`src/rtl/sergpio_pkg.sv`:
```
// shared sizes and types for the serial gpio bridge; one 4-bit gpio slot, 8N1 only, no parity
package sergpio_pkg;

    localparam int gpio_width     = 4;  // pins in the single slot
    localparam int data_width     = 8;  // serial byte
    localparam int reg_addr_width = 4;  // cmd byte bits 3:0
    localparam int os_div         = 4;  // clocks per oversample tick
    localparam int os_per_bit     = 16; // ticks per bit, so 64 clocks per bit

    // register map, anything else reads zero
    typedef enum logic [reg_addr_width-1:0] {
        reg_dir   = 4'd0, // 1 = pin driven
        reg_out   = 4'd1,
        reg_in    = 4'd2, // synchronized pin value, read only
        reg_isr   = 4'd3, // change status, write 1 to clear
        reg_imask = 4'd4
    } reg_addr_e;

    typedef enum logic [1:0] {
        st_cmd,   // waiting for command byte
        st_data,  // write data byte expected
        st_reply  // read data pending on txd
    } cmd_state_e;

    // shared by rx and tx
    typedef enum logic [1:0] {
        st_idle,
        st_start,
        st_bits,
        st_stop
    } uart_state_e;

    typedef struct packed {
        logic                  wr;    // one-cycle write strobe
        logic                  rd;    // one-cycle read strobe
        reg_addr_e             addr;
        logic [data_width-1:0] wdata;
    } reg_req_t;

    typedef struct packed {
        logic [gpio_width-1:0] out_en;
        logic [gpio_width-1:0] out;
    } gpio_drive_t;

endpackage

```
`src/rtl/baud_timer.sv`:
```
// free-running oversample tick, one clk wide every os_div clocks; no phase alignment to the line
`timescale 1ns/1ps

module baud_timer import sergpio_pkg::*; (
    input  logic clk,
    input  logic rst_n,
    output logic os_tick // 16x bit rate
);

    localparam int cnt_width = (os_div > 1) ? $clog2(os_div) : 1;

    logic [cnt_width-1:0] cnt_q;

    always_ff @(posedge clk or negedge rst_n) begin
        if (!rst_n) begin
            cnt_q   <= '0;
            os_tick <= 1'b0;
        end else begin
            // wrap at os_div-1
            if (cnt_q == cnt_width'(os_div - 1)) begin
                cnt_q   <= '0;
                os_tick <= 1'b1;
            end else begin
                cnt_q   <= cnt_q + 1'b1;
                os_tick <= 1'b0;
            end
        end
    end

endmodule

```
`src/rtl/uart_rx.sv`:
```
// 8N1 receiver, mid-bit sampling on the 16x tick; bad stop bit silently drops the frame, no back-pressure
`timescale 1ns/1ps

module uart_rx import sergpio_pkg::*; (
    input  logic                  clk,
    input  logic                  rst_n,
    input  logic                  os_tick,
    input  logic                  rxd,
    output logic [data_width-1:0] rx_data,
    output logic                  rx_valid // one clk, mid stop bit
);

    uart_state_e                     state_q;
    logic                            rxd_meta, rxd_s;   // 2-flop sync
    logic [$clog2(os_per_bit)-1:0]   tick_cnt;
    logic [$clog2(data_width)-1:0]   bit_cnt;
    logic [data_width-1:0]           shift_q;

    // line idles high
    always_ff @(posedge clk or negedge rst_n) begin
        if (!rst_n) begin
            rxd_meta <= 1'b1;
            rxd_s    <= 1'b1;
        end else begin
            rxd_meta <= rxd;
            rxd_s    <= rxd_meta;
        end
    end

    always_ff @(posedge clk or negedge rst_n) begin
        if (!rst_n) begin
            state_q  <= st_idle;
            tick_cnt <= '0;
            bit_cnt  <= '0;
            rx_valid <= 1'b0;
        end else begin
            rx_valid <= 1'b0;
            case (state_q)
                st_idle: if (!rxd_s) begin // falling start edge
                    state_q  <= st_start;
                    tick_cnt <= '0;
                end
                st_start: if (os_tick) begin
                    tick_cnt <= tick_cnt + 1'b1;
                    // half a bit in, start must still be low
                    if (tick_cnt == os_per_bit / 2 - 1) begin
                        tick_cnt <= '0;
                        bit_cnt  <= '0;
                        state_q  <= rxd_s ? st_idle : st_bits; // glitch, back to idle
                    end
                end
                st_bits: if (os_tick) begin
                    tick_cnt <= tick_cnt + 1'b1; // wraps to 0 after 16
                    if (tick_cnt == os_per_bit - 1) begin
                        bit_cnt <= bit_cnt + 1'b1;
                        if (bit_cnt == data_width - 1)
                            state_q <= st_stop;
                    end
                end
                st_stop: if (os_tick) begin
                    tick_cnt <= tick_cnt + 1'b1;
                    if (tick_cnt == os_per_bit - 1) begin
                        rx_valid <= rxd_s; // stop low = framing error, dropped
                        state_q  <= st_idle;
                    end
                end
                default: state_q <= st_idle;
            endcase
        end
    end

    // data path, lsb first into the top end
    always_ff @(posedge clk) begin
        if (state_q == st_bits && os_tick && tick_cnt == os_per_bit - 1)
            shift_q <= {rxd_s, shift_q[data_width-1:1]};
        if (state_q == st_stop && os_tick && tick_cnt == os_per_bit - 1 && rxd_s)
            rx_data <= shift_q;
    end

endmodule

```
`src/rtl/uart_tx.sv`:
```
// 8N1 transmitter, one frame per tx_start; tx_start while busy is ignored
`timescale 1ns/1ps

module uart_tx import sergpio_pkg::*; (
    input  logic                  clk,
    input  logic                  rst_n,
    input  logic                  os_tick,
    input  logic                  tx_start,
    input  logic [data_width-1:0] tx_data,
    output logic                  txd,
    output logic                  tx_busy
);

    uart_state_e                     state_q;
    logic [$clog2(os_per_bit)-1:0]   tick_cnt;
    logic [$clog2(data_width)-1:0]   bit_cnt;
    logic [data_width-1:0]           shift_q;
    logic                            bit_end;

    assign bit_end = os_tick && (tick_cnt == os_per_bit - 1); // last tick of a bit
    assign tx_busy = tx_start || (state_q != st_idle);         // high from the strobe on

    always_ff @(posedge clk or negedge rst_n) begin
        if (!rst_n) begin
            state_q  <= st_idle;
            txd      <= 1'b1; // idle mark
            tick_cnt <= '0;
            bit_cnt  <= '0;
        end else begin
            if (state_q != st_idle && os_tick)
                tick_cnt <= tick_cnt + 1'b1;
            case (state_q)
                st_idle: if (tx_start) begin
                    txd      <= 1'b0; // start bit right away
                    tick_cnt <= '0;
                    state_q  <= st_start;
                end
                st_start: if (bit_end) begin
                    txd     <= shift_q[0];
                    bit_cnt <= '0;
                    state_q <= st_bits;
                end
                st_bits: if (bit_end) begin
                    bit_cnt <= bit_cnt + 1'b1;
                    if (bit_cnt == data_width - 1) begin
                        txd     <= 1'b1; // stop
                        state_q <= st_stop;
                    end else begin
                        txd <= shift_q[0];
                    end
                end
                st_stop: if (bit_end)
                    state_q <= st_idle;
                default: state_q <= st_idle;
            endcase
        end
    end

    // payload shifter
    always_ff @(posedge clk) begin
        if (state_q == st_idle && tx_start)
            shift_q <= tx_data;
        else if ((state_q == st_start || state_q == st_bits) && bit_end)
            shift_q <= shift_q >> 1; // next bit to [0]
    end

endmodule

```
`src/rtl/serial_cmd_fsm.sv`:
```
// command parser; bit 7 set = write (addr byte then data byte), clear = read with one reply byte
`timescale 1ns/1ps

module serial_cmd_fsm import sergpio_pkg::*; (
    input  logic                  clk,
    input  logic                  rst_n,
    input  logic [data_width-1:0] rx_data,
    input  logic                  rx_valid,
    input  logic                  tx_busy,
    input  logic [data_width-1:0] rdata,
    output reg_req_t              req,
    output logic [data_width-1:0] tx_data,
    output logic                  tx_start
);

    cmd_state_e state_q;
    reg_addr_e  addr_q;   // write address held between the two bytes
    logic       is_write;

    assign is_write = rx_data[data_width-1];

    always_ff @(posedge clk or negedge rst_n) begin
        if (!rst_n) begin
            state_q  <= st_cmd;
            addr_q   <= reg_dir;
            req      <= '0;
            tx_start <= 1'b0;
        end else begin
            // strobes last one cycle
            req.wr   <= 1'b0;
            req.rd   <= 1'b0;
            tx_start <= 1'b0;
            case (state_q)
                st_cmd: if (rx_valid) begin
                    if (is_write) begin
                        addr_q  <= reg_addr_e'(rx_data[reg_addr_width-1:0]);
                        state_q <= st_data;
                    end else begin
                        req.rd   <= 1'b1; // rdata comes back this next cycle
                        req.addr <= reg_addr_e'(rx_data[reg_addr_width-1:0]);
                        state_q  <= st_reply;
                    end
                end
                st_data: if (rx_valid) begin
                    req.wr    <= 1'b1;
                    req.addr  <= addr_q;
                    req.wdata <= rx_data;
                    state_q   <= st_cmd;
                end
                st_reply: begin
                    // bytes arriving here are dropped, host waits for the reply
                    if (!tx_busy) begin
                        tx_start <= 1'b1;
                        state_q  <= st_cmd;
                    end
                end
                default: state_q <= st_cmd;
            endcase
        end
    end

    // capture read data during the read strobe
    always_ff @(posedge clk) begin
        if (req.rd)
            tx_data <= rdata;
    end

endmodule

```
`src/rtl/gpio_regs.sv`:
```
// gpio slot registers; pads assumed pulled up, so the input synchronizer resets to all ones
`timescale 1ns/1ps

module gpio_regs import sergpio_pkg::*; (
    input  logic                  clk,
    input  logic                  rst_n,
    input  reg_req_t              req,
    output logic [data_width-1:0] rdata,
    input  logic [gpio_width-1:0] gpio_in,
    output gpio_drive_t           pins,
    output logic                  intr
);

    logic [gpio_width-1:0] dir_q, out_q, isr_q, imask_q;
    logic [gpio_width-1:0] in_meta, in_sync, in_prev;
    logic [gpio_width-1:0] chg, isr_clr;

    assign chg     = in_sync ^ in_prev; // any edge on a synced bit
    assign isr_clr = (req.wr && req.addr == reg_isr) ? req.wdata[gpio_width-1:0] : '0;

    always_ff @(posedge clk or negedge rst_n) begin
        if (!rst_n) begin
            in_meta <= '1;
            in_sync <= '1;
            in_prev <= '1;
        end else begin
            in_meta <= gpio_in;
            in_sync <= in_meta;
            in_prev <= in_sync; // for change detect
        end
    end

    always_ff @(posedge clk or negedge rst_n) begin
        if (!rst_n) begin
            dir_q   <= '0; // all inputs
            out_q   <= '0;
            imask_q <= '0;
            isr_q   <= '0;
        end else begin
            if (req.wr) begin
                case (req.addr)
                    reg_dir:   dir_q   <= req.wdata[gpio_width-1:0];
                    reg_out:   out_q   <= req.wdata[gpio_width-1:0];
                    reg_imask: imask_q <= req.wdata[gpio_width-1:0];
                    default: ; // isr handled below, rest ignored
                endcase
            end
            isr_q <= (isr_q & ~isr_clr) | chg; // new change beats the clear
        end
    end

    // read mux, zero extended, unmapped reads zero
    always_comb begin
        rdata = '0;
        if (req.rd) begin
            case (req.addr)
                reg_dir:   rdata[gpio_width-1:0] = dir_q;
                reg_out:   rdata[gpio_width-1:0] = out_q;
                reg_in:    rdata[gpio_width-1:0] = in_sync;
                reg_isr:   rdata[gpio_width-1:0] = isr_q;
                reg_imask: rdata[gpio_width-1:0] = imask_q;
                default:   rdata = '0;
            endcase
        end
    end

    assign pins.out_en = dir_q;
    assign pins.out    = out_q;
    assign intr        = |(isr_q & imask_q);

endmodule

```
`src/rtl/serial_gpio_top.sv`:
```
// bridge top without pads or pll; pins leave as separate enable/out/in vectors, pad modelled outside
`timescale 1ns/1ps

module serial_gpio_top import sergpio_pkg::*; (
    input  logic                  clk,
    input  logic                  rst_n,
    input  logic                  rxd,
    output logic                  txd,
    output logic                  intr,
    output logic [gpio_width-1:0] gpio_out_en,
    output logic [gpio_width-1:0] gpio_out,
    input  logic [gpio_width-1:0] gpio_in
);

    logic                  os_tick;
    logic [data_width-1:0] rx_data, tx_data, rdata;
    logic                  rx_valid, tx_start, tx_busy;
    reg_req_t              req;
    gpio_drive_t           pins;

    baud_timer timer_i (.clk, .rst_n, .os_tick);

    uart_rx rx_i (.clk, .rst_n, .os_tick, .rxd, .rx_data, .rx_valid);

    uart_tx tx_i (.clk, .rst_n, .os_tick, .tx_start, .tx_data, .txd, .tx_busy);

    serial_cmd_fsm cmd_i (
        .clk, .rst_n, .rx_data, .rx_valid, .tx_busy, .rdata, .req, .tx_data, .tx_start
    );

    gpio_regs regs_i (.clk, .rst_n, .req, .rdata, .gpio_in, .pins, .intr);

    assign gpio_out_en = pins.out_en;
    assign gpio_out    = pins.out;

endmodule

```
`config.mk`:
```
export PLATFORM = sky130hd
export DESIGN_NAME = serial_gpio_top
export DESIGN_NICKNAME = d
export VERILOG_FILES = /design/src/rtl/sergpio_pkg.sv /design/src/rtl/baud_timer.sv /design/src/rtl/uart_rx.sv /design/src/rtl/uart_tx.sv /design/src/rtl/serial_cmd_fsm.sv /design/src/rtl/gpio_regs.sv /design/src/rtl/serial_gpio_top.sv
export SDC_FILE = /design/constraint.sdc
export NUM_CORES = 1
export LEC_CHECK = 0
export ABC_AREA = 1
export BUFFER_PORTS_ARGS = -buffer_cell sky130_fd_sc_hd__buf_4
export CORE_MARGIN = 8
export CORE_UTILIZATION = 50
export CTS_BUF_LIST = sky130_fd_sc_hd__clkbuf_4
export DETAILED_ROUTE_END_ITERATION = 8
export GPL_ROUTABILITY_DRIVEN = 0
export PLACE_DENSITY = 0.67
export SLEW_MARGIN = 20
export SYNTH_ARGS = -nofsm -noshare
export SYNTH_HDL_FRONTEND = slang
export SYNTH_HIERARCHICAL = 1
export SYNTH_SLANG_ARGS = --single-unit
export TNS_END_PERCENT = 1
```
`constraint.sdc`:
```
create_clock -name clk -period 4.7 [get_ports clk]
set_clock_uncertainty 0.1 [all_clocks]
set_input_delay 1.175 -clock clk [delete_from_list [all_inputs] [get_ports clk]]
set_output_delay 1.175 -clock clk [all_outputs]
set_load 0.01 [all_outputs]
```
---- Yosys cells after proc, flatten, opt, wreduce, memory -nomap -nowiden ----
Index checks and enable logic that the tools add are counted.
cells by class
  eq/ne operators ......................... 36
  reduce and logical (&&, ||, !) cells .... 37
  multiplexer cells ....................... 60
  add/subtract/negate cells ............... 5
  bitwise logic cells ..................... 5
operators by type and width
  kind                   number
  $mux W2                19
  $mux W4                9
  $ne A2 B1 Y1 const B   10
  $pmux W4 S5            1
  $mux W3                6
  $ne A2 B2 Y1 const B   8
  $pmux W2 S4            2
  $mux W1                13
  $eq A2 B2 Y1 const B   6
  $mux W12               1
  $pmux W3 S2            2
  $pmux W4 S3            1
  $reduce_and A3 Y1      4
  $logic_and A1 B1 Y1    10
  $mux W5                2
  $reduce_and A5 Y1      2
  $reduce_bool A2 Y1     5
  $add A4 B1 Y4 const B  2
  $and A4 B4 Y4          2
  $eq A4 B2 Y1 const B   2
  $eq A4 B3 Y1 const B   2
  $eq A4 B4 Y1 const B   2
  $pmux W4 S2            1
  $reduce_and A2 Y1      4
  other kinds (19)       27
storage, ports and cells
  register bits after elaboration ......... 101
  bits of input ports ..................... 7
  output and inout bits ................... 10
  word-level logic and storage cells ...... 174

---- Longest topological paths before layout ----
Gate-level depths: netlist of run 1.
  depth after elaboration ................. 6
  depth in mapped cells ................... 9

---- Hierarchy ----
Netlist of run 1, hierarchy kept.
modules (own cells, without submodules)
  module          cells an instance  sequential area each (um^2)  times used  area each (um^2)
  gpio_regs       137                715.7                        1           1286.2
  serial_cmd_fsm  107                765.7                        1           1161.1
  uart_rx         98                 783.3                        1           1151.1
  uart_tx         125                491.7                        1           1002.2
  baud_timer      5                  75.1                         1           91.3

---- Worst setup path after synthesis of run 1 ----
No wires, ideal clock.
  path kind ............................... flip-flop to flip-flop
  from .................................... register tx_i.state_q[0]
  to ...................................... register tx_i.shift_q[0] (enable)
  clock period less this slack ............ 1998 ps
  data arrival time ....................... 1514 ps
  required time ........................... 4216 ps
  slack ................................... 2702 ps
  setup time .............................. 384 ps
  stages on the path, launching flop included .. 5
  path through ............................ dfrtp_1 -> inv_1 -> ha_1 -> inv_1 -> o21ai_0
on the way
  longest elaborated chain between the ends .. 4
  elaborated cells between the ends (all ways) .. 7
  classes of those cells .................. 2 x eq/ne; 5 x reduce/logical
RTL lines
  item                                          RTL line       source
  start, declared                               uart_tx.sv:14  uart_state_e state_q;
  start signal, assigned                        uart_tx.sv:25  state_q <= st_idle;
  start signal, assigned                        uart_tx.sv:36  state_q <= st_start;
  start signal, assigned                        uart_tx.sv:41  state_q <= st_bits;
  $eq A2 B1 Y1 or $eq A2 B2 Y1 (tied branches)  uart_tx.sv:63  else if ((state_q == st_start || state_q == st_bits) && bit_end)
  $logic_or A1 B1 Y1                            uart_tx.sv:63
  $logic_and A1 B1 Y1                           uart_tx.sv:63
  $reduce_bool A2 Y1 (no line) *                -
  end signal, assigned                          uart_tx.sv:62  shift_q <= tx_data;
  end signal, assigned                          uart_tx.sv:64  shift_q <= shift_q >> 1;
  end, declared                                 uart_tx.sv:17  logic [data_width-1:0] shift_q;
Mark *: on every way between the ends. The rest lies on a longest branch, timed or not.
A chain may end at the register's enable or synchronous reset.

---- Worst setup path in the final report of run 1 ----
  from .................................... register regs_i.isr_q[0]
  to ...................................... output intr
on the way
  longest elaborated chain between the ends .. 2
RTL lines
  item                    RTL line              source
  start, declared         gpio_regs.sv:14       logic [gpio_width-1:0] dir_q, out_q, isr_q, imask_q;
  start signal, assigned  gpio_regs.sv:48       isr_q <= (isr_q & ~isr_clr) | chg;
  $and A4 B4 Y4           gpio_regs.sv:69       assign intr = |(isr_q & imask_q);
  $reduce_or A4 Y1        gpio_regs.sv:69
  end, declared           serial_gpio_top.sv:9  output logic intr,
Every way passes these cells.

==> impl_metrics.csv, run 1 <==
group,metric,value,unit
timing,setup-tns-final,0,ns
timing,layout_worst_path_cycle_share,0.526,
pwr,p_switching,453,uW
timing,hold_viol_final,0,
global_route,antenna_found_initial,0,
placement,dp_slack,2.32,ns
finish,multi_input_area,1550,um^2
finish,fillers,782,
pwr,share_clk_of_total_power,0.284,
clock_tree,clk_latency,0.46,ns
pwr,peakVddDrop,0.279,mV
finish,drive_gt1_frac,0.184,
floorplanning,die_height,110,um
yosys,synthesis.instances,454,
floorplanning,design.portCount,17,
critical_path,r2r_start,"tx_i/state_q[1]$_DFFE_PN0P_",
finish,fin_util,0.551,
timing,layout_min_cycle_time,2.47,ns
floorplanning,horizontal_extent_of_the_die,110,um
clock_tree,post_cts_resize_count,0,
critical_path,critical_path_peak_fanout,3,
routing,wl_per_cell,13.0,um
finish,layout-area-overhead-vs-synth,7.27,%
yosys,synth.yosys.warnings,6,
hold_path,worst_hold_path_type,"flip-flop to flip-flop",
pwr,p_leak,2.15,nW
pwr,powerDensity,325,nW/um^2
routing,number_of_vias_in_the_routed_layout,3003,
pwr,power.share.combinational,0.105,
routing,drt-total-wl,7.62,mm
routing,first_pass_iters,5,
finish,regArea,2640,um^2
critical_path,worst_setup_path_end_kind,"output pin",
routing,drtIter0Drc,159,
global_route,first_global_vias,2994,
run,drv.max_cap_violation_count,0,
routing,vias_per_cell,5.12,
status,status,"completed",
clock_tree,htree_num_levels,3,
finish,num-nets-final,493,
timing,fmaxAchievable,405,MHz
global_route,grt_first_pass_wirelength,13.5,mm
pwr,netSwitchingFraction,0.292,
floorplanning,placeableCoreArea,8680,um^2
clock_tree,tritoncts,"built",
floorplanning,start_util,0.513,
timing,final_max_slew_viol_count,0,
hold_path,worstHoldEndpoint,"regs_i/in_sync[2]$_DFF_PN1_",
hold_path,hold_path_start,"regs_i/in_meta[2]$_DFF_PN1_",
timing,slew-limit-headroom,0.354,
pwr,internal-power,1.10,mW
timing,worstMarginPinSlew,0.962,ns
hold_path,whs_path_depth,0,
finish,antennaDiodeCount,0,
clock_tree,clock_tree.root_cell,"sky130_fd_sc_hd__clkbuf_4",
critical_path,timing.critical_path.required,3.42,ns
routing,antenna_left,0,
critical_path,ff2ff_setup_slack,2.68,ns
clock_tree,hold_buffers,0,
floorplanning,core.rowCount,34,
global_route,largest_net_degree_at_the_start_of_global_routing,71,
placement,placed_cell_area,4630,um^2
finish,post-route-cell-area,4780,um^2
routing,drc_errors,0,
clock_tree,cts_buffers,9,
clock_tree,cts-root-to-sink-buffers,2,
yosys,syn-mean-instance-area,9.81,um^2
clock_tree,clkTransAtPathRegs,0.18,ns
placement,hpwl,5.48,mm
clock_tree,tritoncts_num_sinks,99,
global_route,gr-usage-all-layers,0.132,
clock_tree,postCtsSetupRepairBufs,0,
critical_path,timing.reg2reg.worst_path_depth,4,
finish,stdcell_count,587,
floorplanning,design.die.area,12200,um^2
critical_path,worstPathArrival,1.20,ns
yosys,synth.cell_area,4460,um^2
timing,setup_repair_after_global_routing_missed_its_margin,"false",
placement,placed_cells_incl_taps,571,
critical_path,endpoint_of_the_worst_slack_reg_to_reg_timing_path,"tx_i/shift_q[7]$_SDFFCE_PP0P_",
pwr,p_seq_frac,0.611,
timing,finalWorstSetupSlack,2.23,ns
placement,port_buffers,16,
global_route,grt.overflow.total,0,
critical_path,timing.critical_path.from_type,"flip-flop",
critical_path,path_class,"flip-flop to output pin",
timing,finalSetupViolCount,0,
[power by group through the flow]
stage / registers, mW / clock network [mW] / logic (mW)
2_1_floorplan: 0.959 / 0 / 0.128
3_3_place_gp: 0.964 / 0 / 0.162
6_report: 0.950 / 0.441 / 0.162
5_1_grt: 0.956 / 0.494 / 0.189
3_5_place_dp: 0.966 / 0 / 0.164
4_1_cts: 0.950 / 0.463 / 0.164
[cell usage in the layout (no fill, tap or decap), drive strengths merged, types with 5 or more instances in the layout]
cell    instances
nand2         140
dfrtp          55
a21oi           6
dfstp          15
inv            53
o21ai          27
nor2           38
clkbuf          9
nand3          49
ha             12
edfxtp         29
buf            16
nand4           5
[worst max-delay path: stages, from the launching register on]
cell                      delay (ns)
sky130_fd_sc_hd__dfrtp_1        0.43
sky130_fd_sc_hd__nand2_1        0.08
sky130_fd_sc_hd__nand4_1        0.09
sky130_fd_sc_hd__buf_4          0.15
[sequential cells by signal, summed over array words and instances, names as in the netlist, 2 cells and up, named ones only]
| signal | flops |
|---|---|
| cmd_i/req | 10 |
| cmd_i/tx_data | 8 |
| rx_i/shift_q | 8 |
| tx_i/shift_q | 8 |
| rx_i/rx_data | 5 |
| cmd_i/addr_q | 4 |
| regs_i/dir_q | 4 |
| regs_i/imask_q | 4 |
| regs_i/in_meta | 4 |
| regs_i/in_prev | 4 |
| regs_i/in_sync | 4 |
| regs_i/isr_q | 4 |
| regs_i/out_q | 4 |
| rx_i/tick_cnt | 4 |
| tx_i/tick_cnt | 4 |
| rx_i/bit_cnt | 3 |
| tx_i/bit_cnt | 3 |
| cmd_i/state_q | 2 |
| timer_i/cnt_q | 2 |
| tx_i/state_q | 2 |
[routing by layer]
| layer | GRT usage | routed length [um] | vias to the layer above |
|---|---|---|---|
| li1 | - | - | 1508 |
| met5 | 0 | 0 | - |
| met3 | 0.0422 | 425 | 7 |
| met1 | 0.170 | 3630 | 1421 |
| met4 | 0.0396 | 53 | 0 |
| met2 | 0.206 | 3510 | 67 |
[per-stage QoR]
step	power, mW	hold slack (ns)
final	1.55	0.269
after global routing	1.64	0.272
after CTS	1.58	0.270
after detailed placement	1.13	0.247
after global placement	1.13	0.246
after floorplan	1.09	0.245
[worst max-delay path by stage]
stage / from / endpoint
finish: regs_i/isr_q[0]$_DFF_PN0_ / intr
global route: regs_i/isr_q[0]$_DFF_PN0_ / intr
CTS: regs_i/isr_q[0]$_DFF_PN0_ / intr
detailed placement: tx_i/state_q[1]$_DFFE_PN0P_ / tx_i/shift_q[4]$_DFFE_PP_
global placement: tx_i/state_q[0]$_DFFE_PN0P_ / tx_i/shift_q[4]$_DFFE_PP_
floorplan: tx_i/state_q[0]$_DFFE_PN0P_ / tx_i/shift_q[0]$_DFFE_PP_
[layout make-up]
class / instances / area share
multi-input cells: 299 / 0.325
inverters: 49 / 0.0385
clock buffers: 9 / 0.0141
well taps: 108 / 0.0283
clock inverters: 7 / 0.0162
flip-flops and latches: 99 / 0.553
repair buffers: 16 / 0.0251
Note: power is estimated with default switching activity, not from simulation.
==> inputs of run 2 (changes only) <==
Clock period 4.7 ns to 2.5 ns, I/O delays scaled along.
==> impl_metrics.csv, run 2 (synthesized netlist as in run 1, its figures left out) <==
group,metric,value,unit
clock_tree,postCtsSetupRepairBufs,0,
routing,drc_errors,0,
routing,drtIter0Drc,140,
run,drv.max_cap_violation_count,0,
timing,finalSetupViolCount,0,
placement,dp_slack,0.0874,ns
finish,antennaDiodeCount,0,
critical_path,worst_setup_path_end_kind,"flip-flop",
global_route,antenna_found_initial,0,
finish,drive_gt1_frac,0.190,
global_route,first_global_vias,2945,
floorplanning,design.die.area,12200,um^2
hold_path,hold_path_start,"rxd",
floorplanning,horizontal_extent_of_the_die,110,um
timing,fmaxAchievable,496,MHz
floorplanning,start_util,0.513,
pwr,powerDensity,605,nW/um^2
critical_path,critPathLaunch,"tx_i/state_q[0]$_DFFE_PN0P_",
timing,finalWorstSetupSlack,0.484,ns
finish,layout-area-overhead-vs-synth,8.51,%
timing,setup_repair_after_global_routing_missed_its_margin,"false",
global_route,grt_first_pass_wirelength,13.6,mm
hold_path,worst_hold_path_type,"input port to flip-flop",
routing,antenna_left,0,
floorplanning,core.rowCount,34,
timing,worst_hold_margin,0.155,ns
finish,stdcell_count,592,
timing,hold_viol_final,0,
critical_path,critical_path_buf_inv_count,2,
clock_tree,clk_latency,0.44,ns
critical_path,cell_family_with_the_largest_share_of_critical_path_delay,"compound AO/OA/AOI/OAI gates",
critical_path,critPathSlowestCell,"sky130_fd_sc_hd__o21ai_1",
placement,placed_cells_incl_taps,575,
floorplanning,die_height,110,um
status,status,"completed",
pwr,peakVddDrop,0.478,mV
clock_tree,clkTransAtPathRegs,0.17,ns
routing,number_of_vias_in_the_routed_layout,2958,
timing,layout_worst_path_cycle_share,0.806,
clock_tree,clock_tree.root_cell,"sky130_fd_sc_hd__clkbuf_4",
finish,fin_util,0.557,
critical_path,crit_path_cell_trace,"inv_1, ha_1, inv_1, o21ai_1",
finish,layout_commonest_cell,"sky130_fd_sc_hd__nand2_1",
critical_path,timing.critical_path.required,2.49,ns
finish,largest_register,"cmd_i/req",
clock_tree,cts_buffers,9,
routing,vias_per_cell,5.00,
clock_tree,hold_buffers,1,
clock_tree,cts-root-to-sink-buffers,2,
placement,hpwl,5.65,mm
global_route,gr-usage-all-layers,0.132,
critical_path,path_class,"flip-flop to flip-flop",
finish,final_cell_mix,"128 x sky130_fd_sc_hd__nand2_1, 55 x sky130_fd_sc_hd__dfrtp_1, 45 x sky130_fd_sc_hd__nand3_1",
timing,slew-limit-headroom,0.519,
finish,num-nets-final,498,
critical_path,worstPathArrival,2.01,ns
critical_path,max_stage_delay,0.59,ns
routing,drt-total-wl,7.61,mm
pwr,p_leak,2.17,nW
critical_path,critical_path_peak_fanout,8,
global_route,grt.overflow.total,0,
clock_tree,tritoncts_num_sinks,99,
critical_path,timing.critical_path.from_type,"flip-flop",
timing,worstMarginPinSlew,0.717,ns
clock_tree,tritoncts,"built",
routing,wl_per_cell,12.9,um
timing,layout_min_cycle_time,2.02,ns
finish,largest_register_ffs,10,
clock_tree,post_cts_resize_count,0,
routing,first_pass_iters,4,
critical_path,critical_path.most_common_cell,"sky130_fd_sc_hd__inv_1",
placement,port_buffers,16,
global_route,largest_net_degree_at_the_start_of_global_routing,38,
timing,final_max_slew_viol_count,0,
clock_tree,htree_num_levels,3,
critical_path,r2r_start,"tx_i/state_q[0]$_DFFE_PN0P_",
floorplanning,design.portCount,17,
timing,setup-tns-final,0,ns
floorplanning,placeableCoreArea,8680,um^2
## run 2: cell count changes in the layout (fill, tap and decap cells not counted)
cell / previous run / this run
sky130_fd_sc_hd__buf_4: 16 / 19
sky130_fd_sc_hd__buf_12: 0 / 1
sky130_fd_sc_hd__clkinv_2: 1 / 0
sky130_fd_sc_hd__clkinv_4: 0 / 1
sky130_fd_sc_hd__clkinvlp_4: 0 / 1
sky130_fd_sc_hd__dlygate4sd3_1: 0 / 1
sky130_fd_sc_hd__inv_6: 2 / 1
## run 2: path summary, 6_finish.rpt
| check | slack [ns] | endpoint | cells past startpoint |
|---|---|---|---|
| max | 0.48 | tx_i/shift_q[5]$_DFFE_PP_ | 4 |
| min | 0.16 | rx_i/rxd_meta$_DFF_PN1_ | 1 |
| max reg2reg | 0.48 | tx_i/shift_q[5]$_DFFE_PP_ | 4 |
| min reg2reg | 0.27 | regs_i/in_sync[3]$_DFF_PN1_ | 0 |
| max in group asynchronous | 1.13 | tx_i/txd$_DFFE_PN1P_ | 3 |
| min in group asynchronous | 0.55 | rx_i/tick_cnt[2]$_DFFE_PN0P_ | 2 |
## run 2: final cells by class
type	count	area, um^2
fill	758	3840
sequential	99	2640
multi-input combinational	299	1550
inverter	49	184
timing repair buffer	21	173
tap	108	135
clock inverter	7	80.1
clock buffer	9	67.6
## run 2: metal layers
| layer | vias to the layer above | part of all wire | track usage |
|---|---|---|---|
| li1 | 1515 | - | - |
| met1 | 1390 | 0.48 | 0.174 |
| met2 | 44 | 0.47 | 0.207 |
| met3 | 9 | 0.037 | 0.0292 |
| met4 | 0 | 0.013 | 0.0523 |
| met5 | - | 0 | 0 |
## run 2: power by group
part	switching [mW]	internal, mW	leakage, nW
logic	0.206	0.109	0.977
registers	0.0653	1.72	1.12
clock network	0.581	0.240	0.0761
total	0.853	2.07	2.17
## run 2: stage by stage
step / cell area [um^2] / total power [mW]
after floorplan: 4470 / 2.04
after global placement: 4680 / 2.12
after detailed placement: 4680 / 2.14
after CTS: 4830 / 2.97
after global routing: 4830 / 3.08
final: 4830 / 2.93
==> inputs of run 3 (changes only) <==
Settings changed: ABC_AREA 1 to 0.
Clock period 2.5 ns to 2 ns, I/O delays scaled along.
==> impl_metrics.csv, run 3 <==
group,metric,value,unit
status,status,"completed",
finish,drive_gt1_frac,0.286,
finish,multi_input_area,1590,um^2
routing,first_pass_iters,4,
critical_path,critPathSlowestCell,"sky130_fd_sc_hd__dfrtp_1",
finish,antennaDiodeCount,0,
global_route,antenna_found_initial,0,
critical_path,cell_family_with_the_largest_share_of_critical_path_delay,"flip-flops",
placement,hpwl,4.86,mm
hold_path,hold_path_start,"gpio_in[0]",
timing,setup_repair_after_global_routing_missed_its_margin,"true",
placement,port_buffers,16,
routing,drt-total-wl,6.99,mm
clock_tree,clkTransAtPathRegs,0.16,ns
finish,fillers,706,
global_route,grt.overflow.total,0,
timing,layout_min_cycle_time,1.91,ns
floorplanning,placeableCoreArea,8590,um^2
finish,largest_register_ffs,10,
finish,num-nets-final,360,
finish,final_cell_mix,"55 x sky130_fd_sc_hd__dfrtp_1, 29 x sky130_fd_sc_hd__edfxtp_1, 28 x sky130_fd_sc_hd__nand2_1",
hold_path,worst_hold_path_type,"input port to flip-flop",
routing,vias_per_cell,5.46,
hold_path,worstHoldEndpoint,"regs_i/in_meta[0]$_DFF_PN1_",
timing,fmaxAchievable,522,MHz
floorplanning,design.portCount,17,
yosys,synth.yosys.warnings,6,
clock_tree,htree_num_levels,3,
floorplanning,horizontal_extent_of_the_die,110,um
clock_tree,cts_buffers,9,
timing,worstMarginPinSlew,0.500,ns
finish,layout-area-overhead-vs-synth,9.51,%
yosys,syn-mean-instance-area,14.1,um^2
routing,number_of_vias_in_the_routed_layout,2477,
global_route,first_global_vias,2483,
pwr,powerDensity,697,nW/um^2
pwr,power,3.35,mW
critical_path,critical_path_buf_inv_count,1,
yosys,synthesis.instances,311,
floorplanning,core.rowCount,34,
critical_path,max_stage_delay,0.44,ns
pwr,p_leak,2.07,nW
run,drv.max_cap_violation_count,0,
timing,setup-tns-final,0,ns
critical_path,r2r_start,"rx_i/tick_cnt[0]$_DFFE_PN0P_",
global_route,largest_net_degree_at_the_start_of_global_routing,38,
finish,largest_register,"cmd_i/req",
routing,drtIter0Drc,79,
clock_tree,clk_latency,0.45,ns
critical_path,endpoint_of_the_worst_slack_reg_to_reg_timing_path,"rx_i/rx_data[0]$_DFFE_PP_",
timing,slew-limit-headroom,0.667,
floorplanning,design.die.area,12000,um^2
critical_path,crit_path_cell_trace,"a22oi_2, nand2_1, buf_4",
clock_tree,tritoncts,"built",
critical_path,timing.reg2reg.worst_path_depth,4,
clock_tree,cts-root-to-sink-buffers,2,
global_route,gr-usage-all-layers,0.130,
timing,final_max_slew_viol_count,0,
hold_path,whs_path_depth,1,
floorplanning,die_height,110,um
critical_path,path_class,"flip-flop to output pin",
finish,layout_commonest_cell,"sky130_fd_sc_hd__dfrtp_1",
routing,antenna_left,0,
timing,layout_worst_path_cycle_share,0.957,
clock_tree,tritoncts_num_sinks,99,
clock_tree,clock_tree.root_cell,"sky130_fd_sc_hd__clkbuf_4",
timing,finalSetupViolCount,0,
finish,regArea,2640,um^2
yosys,synth.cell_area,4380,um^2
critical_path,worstPathArrival,1.31,ns
critical_path,timing.critical_path.from_type,"flip-flop",
global_route,grt_first_pass_wirelength,12.2,mm
timing,hold_viol_final,0,
critical_path,timing.critical_path.required,1.40,ns
routing,wl_per_cell,15.4,um
routing,drc_errors,0,
critical_path,ff2ff_setup_slack,0.12,ns
critical_path,worst_setup_path_end_kind,"output pin",
critical_path,critical_path_peak_fanout,3,
pwr,peakVddDrop,0.535,mV
floorplanning,start_util,0.510,
==> run 3: repair_timing <==
| action | 4_1_cts | 5_1_grt |
|---|---|---|
| hold endpoints to repair | 28 | 0 |
| hold buffers | 4 | 0 |
| setup buffers | 0 | 3 |
| resized for setup | 1 | 0 |
| endpoints found under the setup margin | 1 | 1 |
==> run 3: routing by layer <==
layer | GRT usage | share of wire | vias to the layer above
li1 | - | - | 1194
met4 | 0.0540 | 0.013 | 0
met3 | 0.0369 | 0.040 | 8
met1 | 0.177 | 0.49 | 1240
met5 | 0 | 0 | -
met2 | 0.192 | 0.46 | 35
==> run 3: area by class of cell <==
class,instances,share of cell area
flip-flops and latches,99,0.550
multi-input cells,193,0.332
repair buffers,31,0.0558
well taps,108,0.0282
clock buffers,9,0.0141
clock inverters,7,0.0136
inverters,7,0.00600
==> run 3: power breakdown <==
part	switching, mW	internal [mW]	total [mW]
Combinational	0.0870	0.0866	0.174
Clock	0.703	0.291	0.995
Sequential	0.0474	2.13	2.18
==> run 3: worst max-delay path by stage <==
stage	endpoint	from	slack [ns]	cells after the start
floorplan	tx_i/state_q[1]$_DFFE_PN0P_	tx_i/state_q[0]$_DFFE_PN0P_	0.30	6
global placement	rx_i/rx_data[3]$_DFFE_PP_	rx_i/tick_cnt[0]$_DFFE_PN0P_	0.24	4
detailed placement	rx_i/shift_q[4]$_DFFE_PP_	rx_i/tick_cnt[0]$_DFFE_PN0P_	0.20	3
CTS	intr	regs_i/isr_q[2]$_DFF_PN0_	0.02	3
global route	intr	regs_i/isr_q[2]$_DFF_PN0_	-0.02	3
finish	intr	regs_i/isr_q[2]$_DFF_PN0_	0.09	3
==> run 3: per-stage QoR <==
stage / util / area, um^2 / std cells / hold WS, ns / setup WS, ns
floorplan: - / 4390 / 314 / 0.104 / 0.304
global placement: 0.535 / 4600 / 431 / 0.246 / 0.242
detailed placement: 0.535 / 4600 / 431 / 0.247 / 0.201
CTS: 0.556 / 4780 / 451 / 0.0124 / 0.0191
global route: 0.558 / 4800 / 454 / 0.00264 / -0.0183
finish: 0.558 / 4800 / 454 / 0.0489 / 0.0855
